===== src/verilog/cm_pkg.sv =====
// Shared widths, types, cup volumes and drink recipes of the coffee maker
// Referenced by scoped names from every RTL file and the testbench
package cm_pkg;
	// ####################
	// Widths
	localparam int NUM_TANKS = 4;
	localparam int LEVEL_W = 10;
	localparam int RATIO_W = 3;
	localparam int RSUM_W = 5;
	// Product of portion and ratio, plus one sign bit for the remainder
	localparam int DRAW_W = LEVEL_W + RATIO_W;
	localparam int REM_W = DRAW_W + 1;
	// Divider bit index
	localparam int CNT_W = $clog2(LEVEL_W);

	typedef logic [LEVEL_W-1:0] level_t;
	typedef logic [RATIO_W-1:0] ratio_t;

	// Tank k is the k-th value after none
	typedef enum logic [2:0] {none, espresso, milk, chocolate, froth} ingredient_t;
	typedef enum logic [2:0] {no_coffee, latte, cappuccino, mocha} flavor_t;
	typedef enum logic [2:0] {no_size, s, m, l, xl} size_t;
	typedef enum logic {red, green} led_t;

	// ####################
	// Cup volumes
	localparam level_t CUP_S = 10'd240;
	localparam level_t CUP_M = 10'd360;
	localparam level_t CUP_L = 10'd480;
	localparam level_t CUP_XL = 10'd600;

	// Recipes in tank order: espresso, milk, chocolate, froth
	localparam ratio_t LATTE_RATIO [NUM_TANKS] = '{3'd2, 3'd1, 3'd0, 3'd2};
	localparam ratio_t CAPPU_RATIO [NUM_TANKS] = '{3'd2, 3'd1, 3'd0, 3'd1};
	localparam ratio_t MOCHA_RATIO [NUM_TANKS] = '{3'd1, 3'd1, 3'd1, 3'd0};

	function automatic level_t cup_volume(size_t sz);
		case (sz)
			s: return CUP_S;
			m: return CUP_M;
			l: return CUP_L;
			xl: return CUP_XL;
			default: return '0;
		endcase
	endfunction

	function automatic ratio_t recipe_ratio(flavor_t f, int k);
		case (f)
			latte: return LATTE_RATIO[k];
			cappuccino: return CAPPU_RATIO[k];
			mocha: return MOCHA_RATIO[k];
			default: return '0;
		endcase
	endfunction

	// Sum of all ratios, the divisor of the cup volume
	function automatic logic [RSUM_W-1:0] ratio_sum(flavor_t f);
		logic [RSUM_W-1:0] sum;
		sum = '0;
		for (int k = 0; k < NUM_TANKS; k++)
			sum = sum + {{(RSUM_W-RATIO_W){1'b0}}, recipe_ratio(f, k)};
		return sum;
	endfunction
endpackage


===== src/verilog/tank_if.sv =====
`timescale 1ns/1ns
// Command bundle from the order controller to one ingredient tank
// One instance per tank, ctrl side drives, tank side listens
interface tank_if;
	// Refill path
	logic supply_en;
	cm_pkg::level_t supply_amt;
	// End of a refill burst, one cycle
	logic supply_done;
	// Draw evaluation and commit, one cycle
	logic brew_check;
	// Recipe share for this tank
	cm_pkg::ratio_t ratio;
	// Cup volume over ratio sum
	cm_pkg::level_t portion;

	modport ctrl (
		output supply_en, supply_amt, supply_done,
		output brew_check, ratio, portion
	);

	modport tank (
		input supply_en, supply_amt, supply_done,
		input brew_check, ratio, portion
	);
endinterface


===== src/verilog/order_ctrl.sv =====
`timescale 1ns/1ns
// Machine FSM, order capture, recipe lookup and per-tank commands
// Starts the cup divider and strobes the tanks and the judge
module order_ctrl (
	input logic clk,
	input logic rst_n,
	input cm_pkg::ingredient_t select_i,
	input cm_pkg::level_t supply,
	input cm_pkg::flavor_t flavor_btn,
	input cm_pkg::size_t required_size,
	tank_if.ctrl tanks [cm_pkg::NUM_TANKS],
	output logic div_start,
	output cm_pkg::level_t div_dividend,
	output logic [cm_pkg::RSUM_W-1:0] div_divisor,
	input cm_pkg::level_t div_quotient,
	input logic div_done,
	output logic brew_check,
	output logic supply_done,
	output cm_pkg::flavor_t flavor
);
	typedef enum logic [1:0] {st_ready, st_supply, st_divide, st_check} state_t;

	state_t state;
	state_t state_nxt;
	cm_pkg::size_t size_q;
	cm_pkg::level_t portion_q;
	logic refill_req;
	logic order_req;
	logic accept;

	// ####################
	// Request decode
	assign refill_req = (select_i != cm_pkg::none);
	assign order_req = (flavor_btn == cm_pkg::latte) || (flavor_btn == cm_pkg::cappuccino)
		|| (flavor_btn == cm_pkg::mocha);
	// Inputs only matter while idle or refilling
	assign accept = (state == st_ready) || (state == st_supply);
	// Refill wins over an order
	assign div_start = (state == st_ready) && !refill_req && order_req;
	assign brew_check = (state == st_check);

	always_comb
	begin
		state_nxt = state;
		case (state)
			st_ready:
			begin
				if (refill_req)
					state_nxt = st_supply;
				else if (order_req)
					state_nxt = st_divide;
			end
			st_supply:
			begin
				if (!refill_req)
					state_nxt = st_ready;
			end
			st_divide:
			begin
				if (div_done)
					state_nxt = st_check;
			end
			default:
				state_nxt = st_ready;
		endcase
	end

	always_ff @(posedge clk or negedge rst_n)
	begin
		if (!rst_n)
		begin
			state <= st_ready;
			flavor <= cm_pkg::no_coffee;
			size_q <= cm_pkg::no_size;
			supply_done <= 1'b0;
		end
		else
		begin
			state <= state_nxt;
			// First idle select ends the burst
			supply_done <= (state == st_supply) && !refill_req;
			if (div_start)
			begin
				flavor <= flavor_btn;
				size_q <= required_size;
			end
		end
	end

	// Portion held for the commit cycle
	always_ff @(posedge clk)
	begin
		if (state == st_divide && div_done)
			portion_q <= div_quotient;
	end

	// ####################
	// Divider operands
	// Dividend bits are only read while dividing, from the latched cup size
	assign div_dividend = cm_pkg::cup_volume(size_q);
	// Divisor from the live buttons on the start edge
	assign div_divisor = (state == st_ready) ? cm_pkg::ratio_sum(flavor_btn)
		: cm_pkg::ratio_sum(flavor);

	// ####################
	// Tank commands
	for (genvar k = 0; k < cm_pkg::NUM_TANKS; k++)
	begin : g_cmd
		assign tanks[k].supply_en = accept && (select_i == cm_pkg::ingredient_t'(k + 1));
		assign tanks[k].supply_amt = supply;
		assign tanks[k].supply_done = supply_done;
		assign tanks[k].brew_check = brew_check;
		assign tanks[k].ratio = cm_pkg::recipe_ratio(flavor, k);
		assign tanks[k].portion = portion_q;
	end

	// A divide result only lands while an order waits for it
	a_done_in_divide: assert property (@(posedge clk) disable iff (!rst_n)
		div_done |-> (state == st_divide));
endmodule


===== src/verilog/cup_divider.sv =====
`timescale 1ns/1ns
// Restoring divider with one quotient bit per cycle from the MSB down
// Operands are read live and must stay stable until done
module cup_divider (
	input logic clk,
	input logic rst_n,
	input logic start,
	input cm_pkg::level_t dividend,
	input logic [cm_pkg::RSUM_W-1:0] divisor,
	output cm_pkg::level_t quotient,
	output logic done
);
	logic busy;
	logic [cm_pkg::CNT_W-1:0] bit_idx;
	logic [cm_pkg::RSUM_W-1:0] rem;
	logic [cm_pkg::RSUM_W+1:0] trial;
	logic q_bit;

	// Shift in the next dividend bit and try the subtraction
	assign trial = {1'b0, rem, dividend[bit_idx]} - {2'b00, divisor};
	assign q_bit = !trial[cm_pkg::RSUM_W+1];

	always_ff @(posedge clk or negedge rst_n)
	begin
		if (!rst_n)
		begin
			busy <= 1'b0;
			bit_idx <= '0;
			done <= 1'b0;
		end
		else
		begin
			done <= 1'b0;
			if (start)
			begin
				busy <= 1'b1;
				bit_idx <= cm_pkg::CNT_W'(cm_pkg::LEVEL_W - 1);
			end
			else if (busy)
			begin
				bit_idx <= bit_idx - 1'b1;
				// Last bit done
				if (bit_idx == '0)
				begin
					busy <= 1'b0;
					done <= 1'b1;
				end
			end
		end
	end

	// Partial remainder and quotient
	always_ff @(posedge clk)
	begin
		if (start)
			rem <= '0;
		else if (busy)
		begin
			rem <= q_bit ? trial[cm_pkg::RSUM_W-1:0] : {rem[cm_pkg::RSUM_W-2:0], dividend[bit_idx]};
			quotient <= {quotient[cm_pkg::LEVEL_W-2:0], q_bit};
		end
	end

	a_divisor_nonzero: assert property (@(posedge clk) disable iff (!rst_n)
		start |-> (divisor != '0) && !busy);
endmodule


===== src/verilog/ingredient_tank.sv =====
`timescale 1ns/1ns
// One ingredient tank with its fill level, refill, shortage check, draw and LED
// Commands arrive on tank_if and the go/no-go comes from the brew judge
module ingredient_tank (
	input logic clk,
	input logic rst_n,
	tank_if.tank cmd,
	input logic brew_ok,
	output logic short,
	output cm_pkg::level_t level,
	output cm_pkg::led_t led
);
	logic [cm_pkg::DRAW_W-1:0] draw;
	logic signed [cm_pkg::REM_W-1:0] remainder;

	// Amount this recipe takes from the tank
	assign draw = {{cm_pkg::RATIO_W{1'b0}}, cmd.portion} * {{cm_pkg::LEVEL_W{1'b0}}, cmd.ratio};
	// Level after the draw goes negative when short
	assign remainder = {{(cm_pkg::REM_W - cm_pkg::LEVEL_W){1'b0}}, level} - {1'b0, draw};
	assign short = (remainder < 0);

	always_ff @(posedge clk or negedge rst_n)
	begin
		if (!rst_n)
		begin
			level <= '0;
			led <= cm_pkg::red;
		end
		else
		begin
			// Refill wraps modulo 1024
			if (cmd.supply_en)
				level <= level + cmd.supply_amt;
			else if (cmd.brew_check && brew_ok)
				level <= remainder[cm_pkg::LEVEL_W-1:0];

			// ####################
			// LED
			if (cmd.brew_check)
			begin
				if (brew_ok)
					led <= (remainder == 0) ? cm_pkg::red : cm_pkg::green;
				else
					led <= (short || level == '0) ? cm_pkg::red : cm_pkg::green;
			end
			else if (cmd.supply_done)
				led <= (level == '0) ? cm_pkg::red : cm_pkg::green;
		end
	end

	// Refill and commit never overlap
	a_no_supply_on_check: assert property (@(posedge clk) disable iff (!rst_n)
		!(cmd.supply_en && cmd.brew_check));
endmodule


===== src/verilog/brew_judge.sv =====
`timescale 1ns/1ns
// Go/no-go over all tanks and the registered result strobe
// Reports the flavor on a good brew and no_coffee otherwise
module brew_judge (
	input logic clk,
	input logic rst_n,
	input logic [cm_pkg::NUM_TANKS-1:0] short,
	input logic brew_check,
	input logic supply_done,
	input cm_pkg::flavor_t flavor,
	output logic brew_ok,
	output logic out_valid,
	output cm_pkg::flavor_t flavor_out
);
	// All shares available
	assign brew_ok = ~|short;

	always_ff @(posedge clk or negedge rst_n)
	begin
		if (!rst_n)
		begin
			out_valid <= 1'b0;
			flavor_out <= cm_pkg::no_coffee;
		end
		else
		begin
			// One result per refill burst or order
			out_valid <= brew_check || supply_done;
			flavor_out <= (brew_check && brew_ok) ? flavor : cm_pkg::no_coffee;
		end
	end

	a_valid_one_cycle: assert property (@(posedge clk) disable iff (!rst_n)
		out_valid |=> !out_valid);
endmodule


===== src/verilog/coffee_maker.sv =====
`timescale 1ns/1ns
// Coffee maker top level with plain ports
// Controller, divider, four tanks and the brew judge
module coffee_maker (
	input logic clk,
	input logic rst_n,
	input cm_pkg::ingredient_t select_i,
	input cm_pkg::level_t supply,
	input cm_pkg::flavor_t flavor_btn,
	input cm_pkg::size_t required_size,
	output logic out_valid,
	output cm_pkg::flavor_t flavor_out,
	output cm_pkg::level_t level [cm_pkg::NUM_TANKS],
	output cm_pkg::led_t led [cm_pkg::NUM_TANKS]
);
	// Divider link
	logic div_start;
	cm_pkg::level_t div_dividend;
	logic [cm_pkg::RSUM_W-1:0] div_divisor;
	cm_pkg::level_t div_quotient;
	logic div_done;
	// Strobes and judge feedback
	logic brew_check;
	logic supply_done;
	logic brew_ok;
	cm_pkg::flavor_t flavor;
	logic [cm_pkg::NUM_TANKS-1:0] short;

	tank_if tank_bus [cm_pkg::NUM_TANKS] ();

	order_ctrl u_ctrl (
		.clk(clk),
		.rst_n(rst_n),
		.select_i(select_i),
		.supply(supply),
		.flavor_btn(flavor_btn),
		.required_size(required_size),
		.tanks(tank_bus),
		.div_start(div_start),
		.div_dividend(div_dividend),
		.div_divisor(div_divisor),
		.div_quotient(div_quotient),
		.div_done(div_done),
		.brew_check(brew_check),
		.supply_done(supply_done),
		.flavor(flavor)
	);

	cup_divider u_div (
		.clk(clk),
		.rst_n(rst_n),
		.start(div_start),
		.dividend(div_dividend),
		.divisor(div_divisor),
		.quotient(div_quotient),
		.done(div_done)
	);

	// ####################
	// Tanks in selector order
	for (genvar k = 0; k < cm_pkg::NUM_TANKS; k++)
	begin : g_tank
		ingredient_tank u_tank (
			.clk(clk),
			.rst_n(rst_n),
			.cmd(tank_bus[k]),
			.brew_ok(brew_ok),
			.short(short[k]),
			.level(level[k]),
			.led(led[k])
		);
	end

	brew_judge u_judge (
		.clk(clk),
		.rst_n(rst_n),
		.short(short),
		.brew_check(brew_check),
		.supply_done(supply_done),
		.flavor(flavor),
		.brew_ok(brew_ok),
		.out_valid(out_valid),
		.flavor_out(flavor_out)
	);
endmodule


===== config.mk =====
export PLATFORM = sky130hd
export DESIGN_NAME = coffee_maker
export DESIGN_NICKNAME = d
export VERILOG_FILES = /design/src/verilog/cm_pkg.sv /design/src/verilog/tank_if.sv /design/src/verilog/order_ctrl.sv /design/src/verilog/cup_divider.sv /design/src/verilog/ingredient_tank.sv /design/src/verilog/brew_judge.sv /design/src/verilog/coffee_maker.sv
export SDC_FILE = /design/constraint.sdc
export NUM_CORES = 1
export LEC_CHECK = 0
export BUFFER_PORTS_ARGS = -buffer_cell sky130_fd_sc_hd__clkbuf_2
export CAP_MARGIN = 10
export CELL_PAD_IN_SITES_DETAIL_PLACEMENT = 1
export CELL_PAD_IN_SITES_GLOBAL_PLACEMENT = 2
export CORE_ASPECT_RATIO = 1.25
export CORE_MARGIN = 5
export CORE_UTILIZATION = 35
export DETAILED_ROUTE_END_ITERATION = 12
export PLACE_DENSITY = 0.74
export SYNTH_ARGS = -nofsm -noshare
export SYNTH_HDL_FRONTEND = slang
export SYNTH_HIERARCHICAL = 1
export SYNTH_SLANG_ARGS = --single-unit

===== constraint.sdc =====
create_clock -name clk -period 6.27 [get_ports clk]
set_input_delay 0.9405 -clock clk [delete_from_list [all_inputs] [get_ports clk]]
set_output_delay 0.9405 -clock clk [all_outputs]
set_load 0.05 [all_outputs]

Word-level counts from Yosys, hierarchy flattened
Cells that the tools add are included.
{ "classes": {"order_cmp": 5, "mux": 59, "n_bitwise": 1, "n_eq_ne": 20, "n_reduce_logical": 44, "n_addsub": 16, "n_mul": 4} }
{ "ops": {"columns": ["op", "count"], "rows": [
  ["$logic_not 32->1", 4],
  ["$mux 10", 8],
  ["$lt 14x1->1 const B", 4],
  ["$add 10x10->10", 4],
  ["$logic_not 10->1", 4],
  ["$pmux 10 s4", 1],
  ["$mux 1", 35],
  ["$sub 10x12->13", 2],
  ["$eq 3x2->1 const B", 8],
  ["$mul 10x2->12", 2],
  ["$sub 10x11->12", 2],
  ["$mul 10x1->11", 2],
  ["$pmux 2 s2", 4],
  ["$eq 3x1->1 const B", 4],
  ["$reduce_bool 2->1", 6],
  ["$add 5x1->5", 2],
  ["$add 5x2->5", 2],
  ["$mux 5", 2],
  ["$logic_and 1x1->1", 9],
  ["$logic_or 1x1->1", 8],
  ["$mux 2", 4],
  ["$mux 4", 2],
  ["$sub 6x5->7", 1],
  ["$add 2x1->3", 2],
  ["21 further kinds", 27]
]} }
{ "totals": {"inputBits": 21, "reg_bits": 88} }

Longest topological paths before layout
{ "depth": {"depth_word": 11, "ltp_mapped": 23} }

Modules after synthesis
Netlist, hierarchy kept.
{ "modules_own_cells": {"columns": ["module", "n_inst", "cells_per_inst", "area_per_inst_um2", "seq_area_each_um2"], "rows": [
  ["ingredient_tank (g_tank[1].u_tank)", 1, 290, 2331.0, 275.3],
  ["ingredient_tank (g_tank[3].u_tank)", 1, 302, 2326.0, 275.3],
  ["ingredient_tank (g_tank[0].u_tank)", 1, 294, 2264.7, 275.3],
  ["ingredient_tank (g_tank[2].u_tank)", 1, 290, 2247.2, 275.3],
  ["order_ctrl", 1, 176, 1675.4, 525.5],
  ["cup_divider", 1, 96, 1098.6, 550.5],
  ["brew_judge", 1, 9, 137.6, 100.1]
]} }

Least setup slack after synthesis
Ideal clock, no wire load.
{ "synth_timing": {"path_type": "reg2reg", "start": "reg u_ctrl.flavor[2]", "end": "reg g_tank[2].u_tank.led", "slack_ns": 0.030, "synth_period_minus_slack_ns": 6.240, "required_ns": 6.150, "path_stages_with_launch": 23, "arrival_time_ns": 6.120, "cell_sequence": "dfrtp_1 clkbuf_1 nor3_1 or2_2 clkbuf_1 nand2_1 fa_1 inv_1 fa_1 inv_1 ha_1 nand4_1 a211oi_2 nor3_1 o31ai_1 nand2_1 nor4_2 a32oi_1 or4_1 a2111oi_2 nand4_1 or4_1 a31o_1"} }
{ "synth_lines": {"columns": ["element", "line_no", "source"], "rows": [
  ["start, declared", "order_ctrl.sv:19", "output cm_pkg::flavor_t flavor"],
  ["start signal, assigned", "order_ctrl.sv:73", "flavor <= cm_pkg::no_coffee;"],
  ["start signal, assigned", "order_ctrl.sv:84", "flavor <= flavor_btn;"],
  ["$eq 3x2->1 or $eq 3x1->1 (tied branches)", "cm_pkg.sv:48", "case (f)"],
  ["$pmux 2 s2 (*)", "cm_pkg.sv:48", null],
  ["named net tank_bus[3].ratio[0]", "tank_if.sv:13", "cm_pkg::ratio_t ratio;"],
  ["$mul 10x2->12 (*)", "ingredient_tank.sv:17", "assign draw = {{cm_pkg::RATIO_W{1'b0}}, cmd.portion} * {{cm_pkg::LEVEL_W{1'b0}}, cmd.ratio};"],
  ["$sub 10x12->13 (*)", "ingredient_tank.sv:19", "assign remainder = {{(cm_pkg::REM_W - cm_pkg::LEVEL_W){1'b0}}, level} - {1'b0, draw};"],
  ["$lt 14x1->1 (*)", "ingredient_tank.sv:20", "assign short = (remainder < 0);"],
  ["$reduce_or 4->1 (*)", "brew_judge.sv:16", "assign brew_ok = ~|short;"],
  ["$mux 1 (*)", "ingredient_tank.sv:41", "if (brew_ok)"],
  ["$mux 1 (*)", "ingredient_tank.sv:39", "if (cmd.brew_check)"],
  ["end signal, assigned", "ingredient_tank.sv:42", "led <= (remainder == 0) ? cm_pkg::red : cm_pkg::green;"],
  ["end signal, assigned", "ingredient_tank.sv:44", "led <= (short || level == '0) ? cm_pkg::red : cm_pkg::green;"],
  ["end signal, assigned", "ingredient_tank.sv:47", "led <= (level == '0) ? cm_pkg::red : cm_pkg::green;"],
  ["end, declared", "ingredient_tank.sv:11", "output cm_pkg::led_t led"]
]} }
Mark *: on every way through the listed nets, which the timed path passes. The rest lies on a longest branch.
A chain may end at the register's enable or synchronous reset.

Final worst setup path
{ "layout_timing": {"start": "reg u_ctrl.flavor[1]", "end": "reg g_tank[2].u_tank.led"} }
{ "layout_lines": {"columns": ["element", "line_no", "source"], "rows": [
  ["$eq 3x2->1 or $eq 3x1->1 (tied branches)", "cm_pkg.sv:48", null],
  ["$pmux 2 s2 (*)", "cm_pkg.sv:48", null],
  ["named net tank_bus[3].ratio[0]", "tank_if.sv:13", null],
  ["$mul 10x2->12 (*)", "ingredient_tank.sv:17", null],
  ["$sub 10x12->13 (*)", "ingredient_tank.sv:19", null],
  ["$lt 14x1->1 (*)", "ingredient_tank.sv:20", null],
  ["named net short (one bit)", "coffee_maker.sv:27", "logic [cm_pkg::NUM_TANKS-1:0] short;"],
  ["$reduce_or 4->1 (*)", "brew_judge.sv:16", null],
  ["$mux 1 (*)", "ingredient_tank.sv:41", null],
  ["$mux 1 (*)", "ingredient_tank.sv:39", null]
]} }
Marks and branches as above.

==> summary.md <==
| Metric | Value |
|---|---|
| Period utilization | `92.22%` |
| Finished Layout Cells | `1910` |
| Sw Share | `55.86%` |
| Area Overhead vs Synth | `4.537%` |
| Synth cell count leaders | `inv_1, nand2_1, ha_1` |
| Register area share after synthesis | `18.85%` |
| R2r endpoint | `g_tank[2].u_tank/led` |
| CTS tree | `done` |
| Most numerous cell in the Yosys netlist | `inv_1` |
| Total Routed Length | `37450 um` |
| Max VDD drop | `178.3 uV` |
| Clk pwr share | `8.7%` |
| Overall Power | `6.524 mW` |
| Die Area | `38350 um2` |
| Routed len/inst | `19.61 um` |
| Top-area cell type share of the netlist area | `13.05%` |
| Worst r2r path cells | `22` |
| Synth Instances | `1457` |
| Skew final | `0.02230 ns` |
| Sum Neg Setup Slack | `0 ns` |
| Status | `finished clean` |
| Hold Crit Class | `register to register` |
| # port buffers | `between 60 and 70` |
| Max Root-Sink Buffers | `2` |
| Seq cells post-synth | `88` |
| Slew margin rel. | `around 29%` |
| Setup crit end kind | `register` |
| Top FF cell, synth | `dfrtp_1` |
| Worst skew pair latency | `0.38 ns` |
| HP Start | `u_div/quotient[9]` |
| Initial core utilization | `35.19%` |
| Dpl hpwl | `~30000 um` |
| Synth area leader | `dfrtp_1` |
| Largest net degree at the start of global routing | `64` |
| Dpl cells | `1894` |
| Util after Layout | `36.79%` |
| Pwr Density | `516.7 nW/um2` |
| Crit Path Max Fanout | `14` |
| Internal power | `between 2 and 3 mW` |
| RSZ-0062 raised after global routing | `false` |
| Kind of critical path | `register to register` |
| DR vias | `10060` |
| YS warnings | `6` |
| Register share of total power | `16.8%` |
| Worst r2r src | `u_ctrl/flavor[1]` |
| Number of nets in the layout | `1641` |
| Fin. Hold Viols | `0` |
| GRT Total Usage | `19.66%` |
| Synthesized cell area | `between 10000 and 15000 um2` |
| Startpoint types | `register` |
| CP arrival | `6.04 ns` |
| Area after DPL | `12330 um2` |
| Tmin final | `5.782 ns` |
| Post-CTS Setup Inserts | `0` |
| Yosys cell types | `100` |
| ANT nets after route | `0` |
| Die Y | `~220 um` |
| Max Transition Viols Final | `0` |
| Number of flops mapped to enable cells by yosys | `20` |
| Top cells by area, synth | `dfrtp_1, ha_1, fa_1` |
| Crit-path cells | `inv_1 > nor3_1 > buf_4 > nand2_1 > fa_1 > inv_1 > fa_1 > inv_1 > ha_1 > a2111oi_2 > o211ai_1 > a31oi_2 > a31oi_1 > and2_1 > o21ai_0 > nor4_4 > a32oi_1 > or4_1 > a2111oi_2 > nand4_1 > or4_1 > a31o_1` |
| Sw power | `3.645 mW` |
| Initial antenna violation count | `1` |
| MaxCap Viol Count | `0` |
| First-pass GRT wire length | `between 50000 and 60000 um` |
| Initial drt markers | `467` |
| Worst path slowest cell | `or4_1` |
| Ys async rst share | `71.59%` |
| Number of top-level pins | `69` |
| Worst-margin pin slew | `1.066 ns` |
| Root buf cell | `clkbuf_16` |
| Setup violators final | `0` |
| Via density | `around 5.3` |
| Max Clock Freq | `about 170 MHz` |
| Router iterations before antenna repair | `5` |
| Worst Hold Path EP | `u_ctrl/tanks[0].portion[9]` |
| Syn_area_per_cell | `8.291 um2` |
| GP Congestion | `~0.86` |
| Core area | `34330 um2` |
| Vias in the first global route | `10630` |
| Clock sinks | `88` |
| Combinational group share of total power | `about three quarters` |
| Finished Cell Area | `approximately 13000 um2` |
| Crit path largest cell delay | `between 0.5 and 0.6 ns` |
| Lkg Pwr | `5.895 nW` |
| Total grt overflow | `0` |
| FF-to-FF setup slack | `0.49 ns` |
| CTS clk-pin slew, worst paths | `0.08 ns` |
| Layout cells sized above 1 | `11.17%` |
| Die W | `176.2 um` |
| FP Rows | `76` |
| CP required | `6.53 ns` |
| Cell count of the worst hold path | `0` |
| TritonCTS Buffers | `9` |
| Detailed-route DRC error count | `0` |
| N_diodes | `0` |
| Cell repeated most along the worst path | `inv_1` |
| H-Tree Depth | `3` |
[kinds of logic (layout without fill, tap and decap cells)]
family | Yosys count | after routing | synth area share [%]
DFF | 88 | 88 | 18.85
adders and majority gates | 183 | 183 | 23.24
xor gates and xnor gates | 73 | 73 | 5.293
buffers and inverters | 357 | 332 | 14.38
AOI/OAI and AO/OA | 293 | 293 | 16.71
other | 1 | 11 | 0.03104
muxes | 28 | 28 | 2.527
and+or+nand+nor | 434 | 434 | 18.97
[metrics by stage]
stage                     worst slack (ns)  hold WS (ns)
after floorplan                    0.03035        0.4003
final                               0.4881        0.4386
after CTS                           0.4700        0.4427
after detailed placement            0.4741        0.4131
after global placement              0.6740        0.4019
after global routing               0.05702        0.4569
[worst max-delay path, delay by kind of cell, from the launching register on]
| family | cells | cell delay (ns) |
|---|---|---|
| adder cells (fa/ha/maj) | 3 | 1.39 |
| AO/OA/AOI/OAI | 8 | 1.55 |
| flip-flops | 1 | 0.45 |
| AND/OR/NAND/NOR | 7 | 1.87 |
| buffers and inverters | 4 | 0.43 |
[registers in the layout (all words and copies together), names as in the netlist, 2 cells and up]
| register | flops |
|---|---|
| g_tank.u_tank/level | 40 |
| u_ctrl/tanks.portion | 10 |
| u_div/quotient | 10 |
| u_div/rem | 5 |
| g_tank.u_tank/led | 4 |
| u_div/bit_idx | 4 |
| u_ctrl/flavor | 3 |
| u_ctrl/size_q | 3 |
| u_judge/flavor_out | 3 |
| u_ctrl/state | 2 |
[cells in the final DEF (no fill, tap or decap), types with 5 or more instances in the layout]
master | synthesis | routed
inv_1 | 231 | 231
nand2_1 | 152 | 152
ha_1 | 114 | 114
a21oi_1 | 80 | 80
fa_1 | 69 | 69
clkbuf_2 | 1 | 67
dfrtp_1 | 63 | 63
nor2_1 | 63 | 62
xnor2_1 | 50 | 50
o21ai_0 | 49 | 49
and2_1 | 48 | 48
nand3_1 | 23 | 23
xor2_1 | 23 | 23
a211oi_1 | 22 | 22
edfxtp_1 | 20 | 20
a21o_1 | 18 | 18
buf_4 | 90 | 18
nor3_1 | 17 | 17
mux2i_1 | 17 | 17
nand2b_1 | 16 | 16
nor3b_1 | 14 | 14
and3_1 | 13 | 13
nand4_1 | 12 | 12
a31oi_1 | 11 | 11
conb_1 | 1 | 11
nor2b_1 | 10 | 10
o2111ai_1 | 10 | 10
clkbuf_16 | 0 | 9
nor4_1 | 9 | 9
o211ai_1 | 9 | 9
mux2_2 | 9 | 9
or3_1 | 8 | 8
o22ai_1 | 7 | 7
o21bai_1 | 7 | 7
nand4b_1 | 7 | 7
or2_2 | 7 | 6
o21a_1 | 6 | 6
o31ai_1 | 5 | 5
dfxtp_1 | 5 | 5
[power groups by stage]
stage                     combinational [mW]  sequential, mW  clock (mW)
final                                   4.86            1.10       0.570
after global routing                    5.36            1.13       0.615
after CTS                               4.88            1.10       0.593
after detailed placement                4.85            1.11           0
after global placement                  4.81            1.11           0
after floorplan                         3.32            1.40           0
[layer usage]
layer | track usage, % | vias to the layer above | routed length, um
met5 | 0 | - | 7
met4 | 5.824 | 2 | 1048
met3 | 2.965 | 58 | 1417
met2 | 35.06 | 170 | 18640
met1 | 24.49 | 5027 | 16340
li1 | - | 4803 | -
[worst max-delay path by stage]
| stage | depth (start not counted) | start | end |
|---|---|---|---|
| floorplan | 22 | u_ctrl/flavor[2] | g_tank[2].u_tank/led |
| global placement | 22 | u_ctrl/flavor[1] | g_tank[2].u_tank/led |
| detailed placement | 22 | u_ctrl/flavor[1] | g_tank[2].u_tank/led |
| CTS | 22 | u_ctrl/flavor[1] | g_tank[2].u_tank/led |
| global route | 22 | u_ctrl/flavor[1] | g_tank[2].u_tank/led |
| finish | 22 | u_ctrl/flavor[1] | g_tank[2].u_tank/led |
[timing repair]
action                     CTS  global route
gates resized for setup      0             1
hold buffers                 0             0
setup endpoints to repair    0             1
[final cells by class]
class / instances / area [um2]
fillers: 4175 / 21700
repair buffers: 85 / 470.5
well taps: 468 / 585.6
flip-flops and latches: 88 / 2277
multi-input cells: 1022 / 8137
clock inverters: 7 / 66.31
inverters: 231 / 867.1
clock buffers: 9 / 225.2
(Power assumes the default switching activity.)
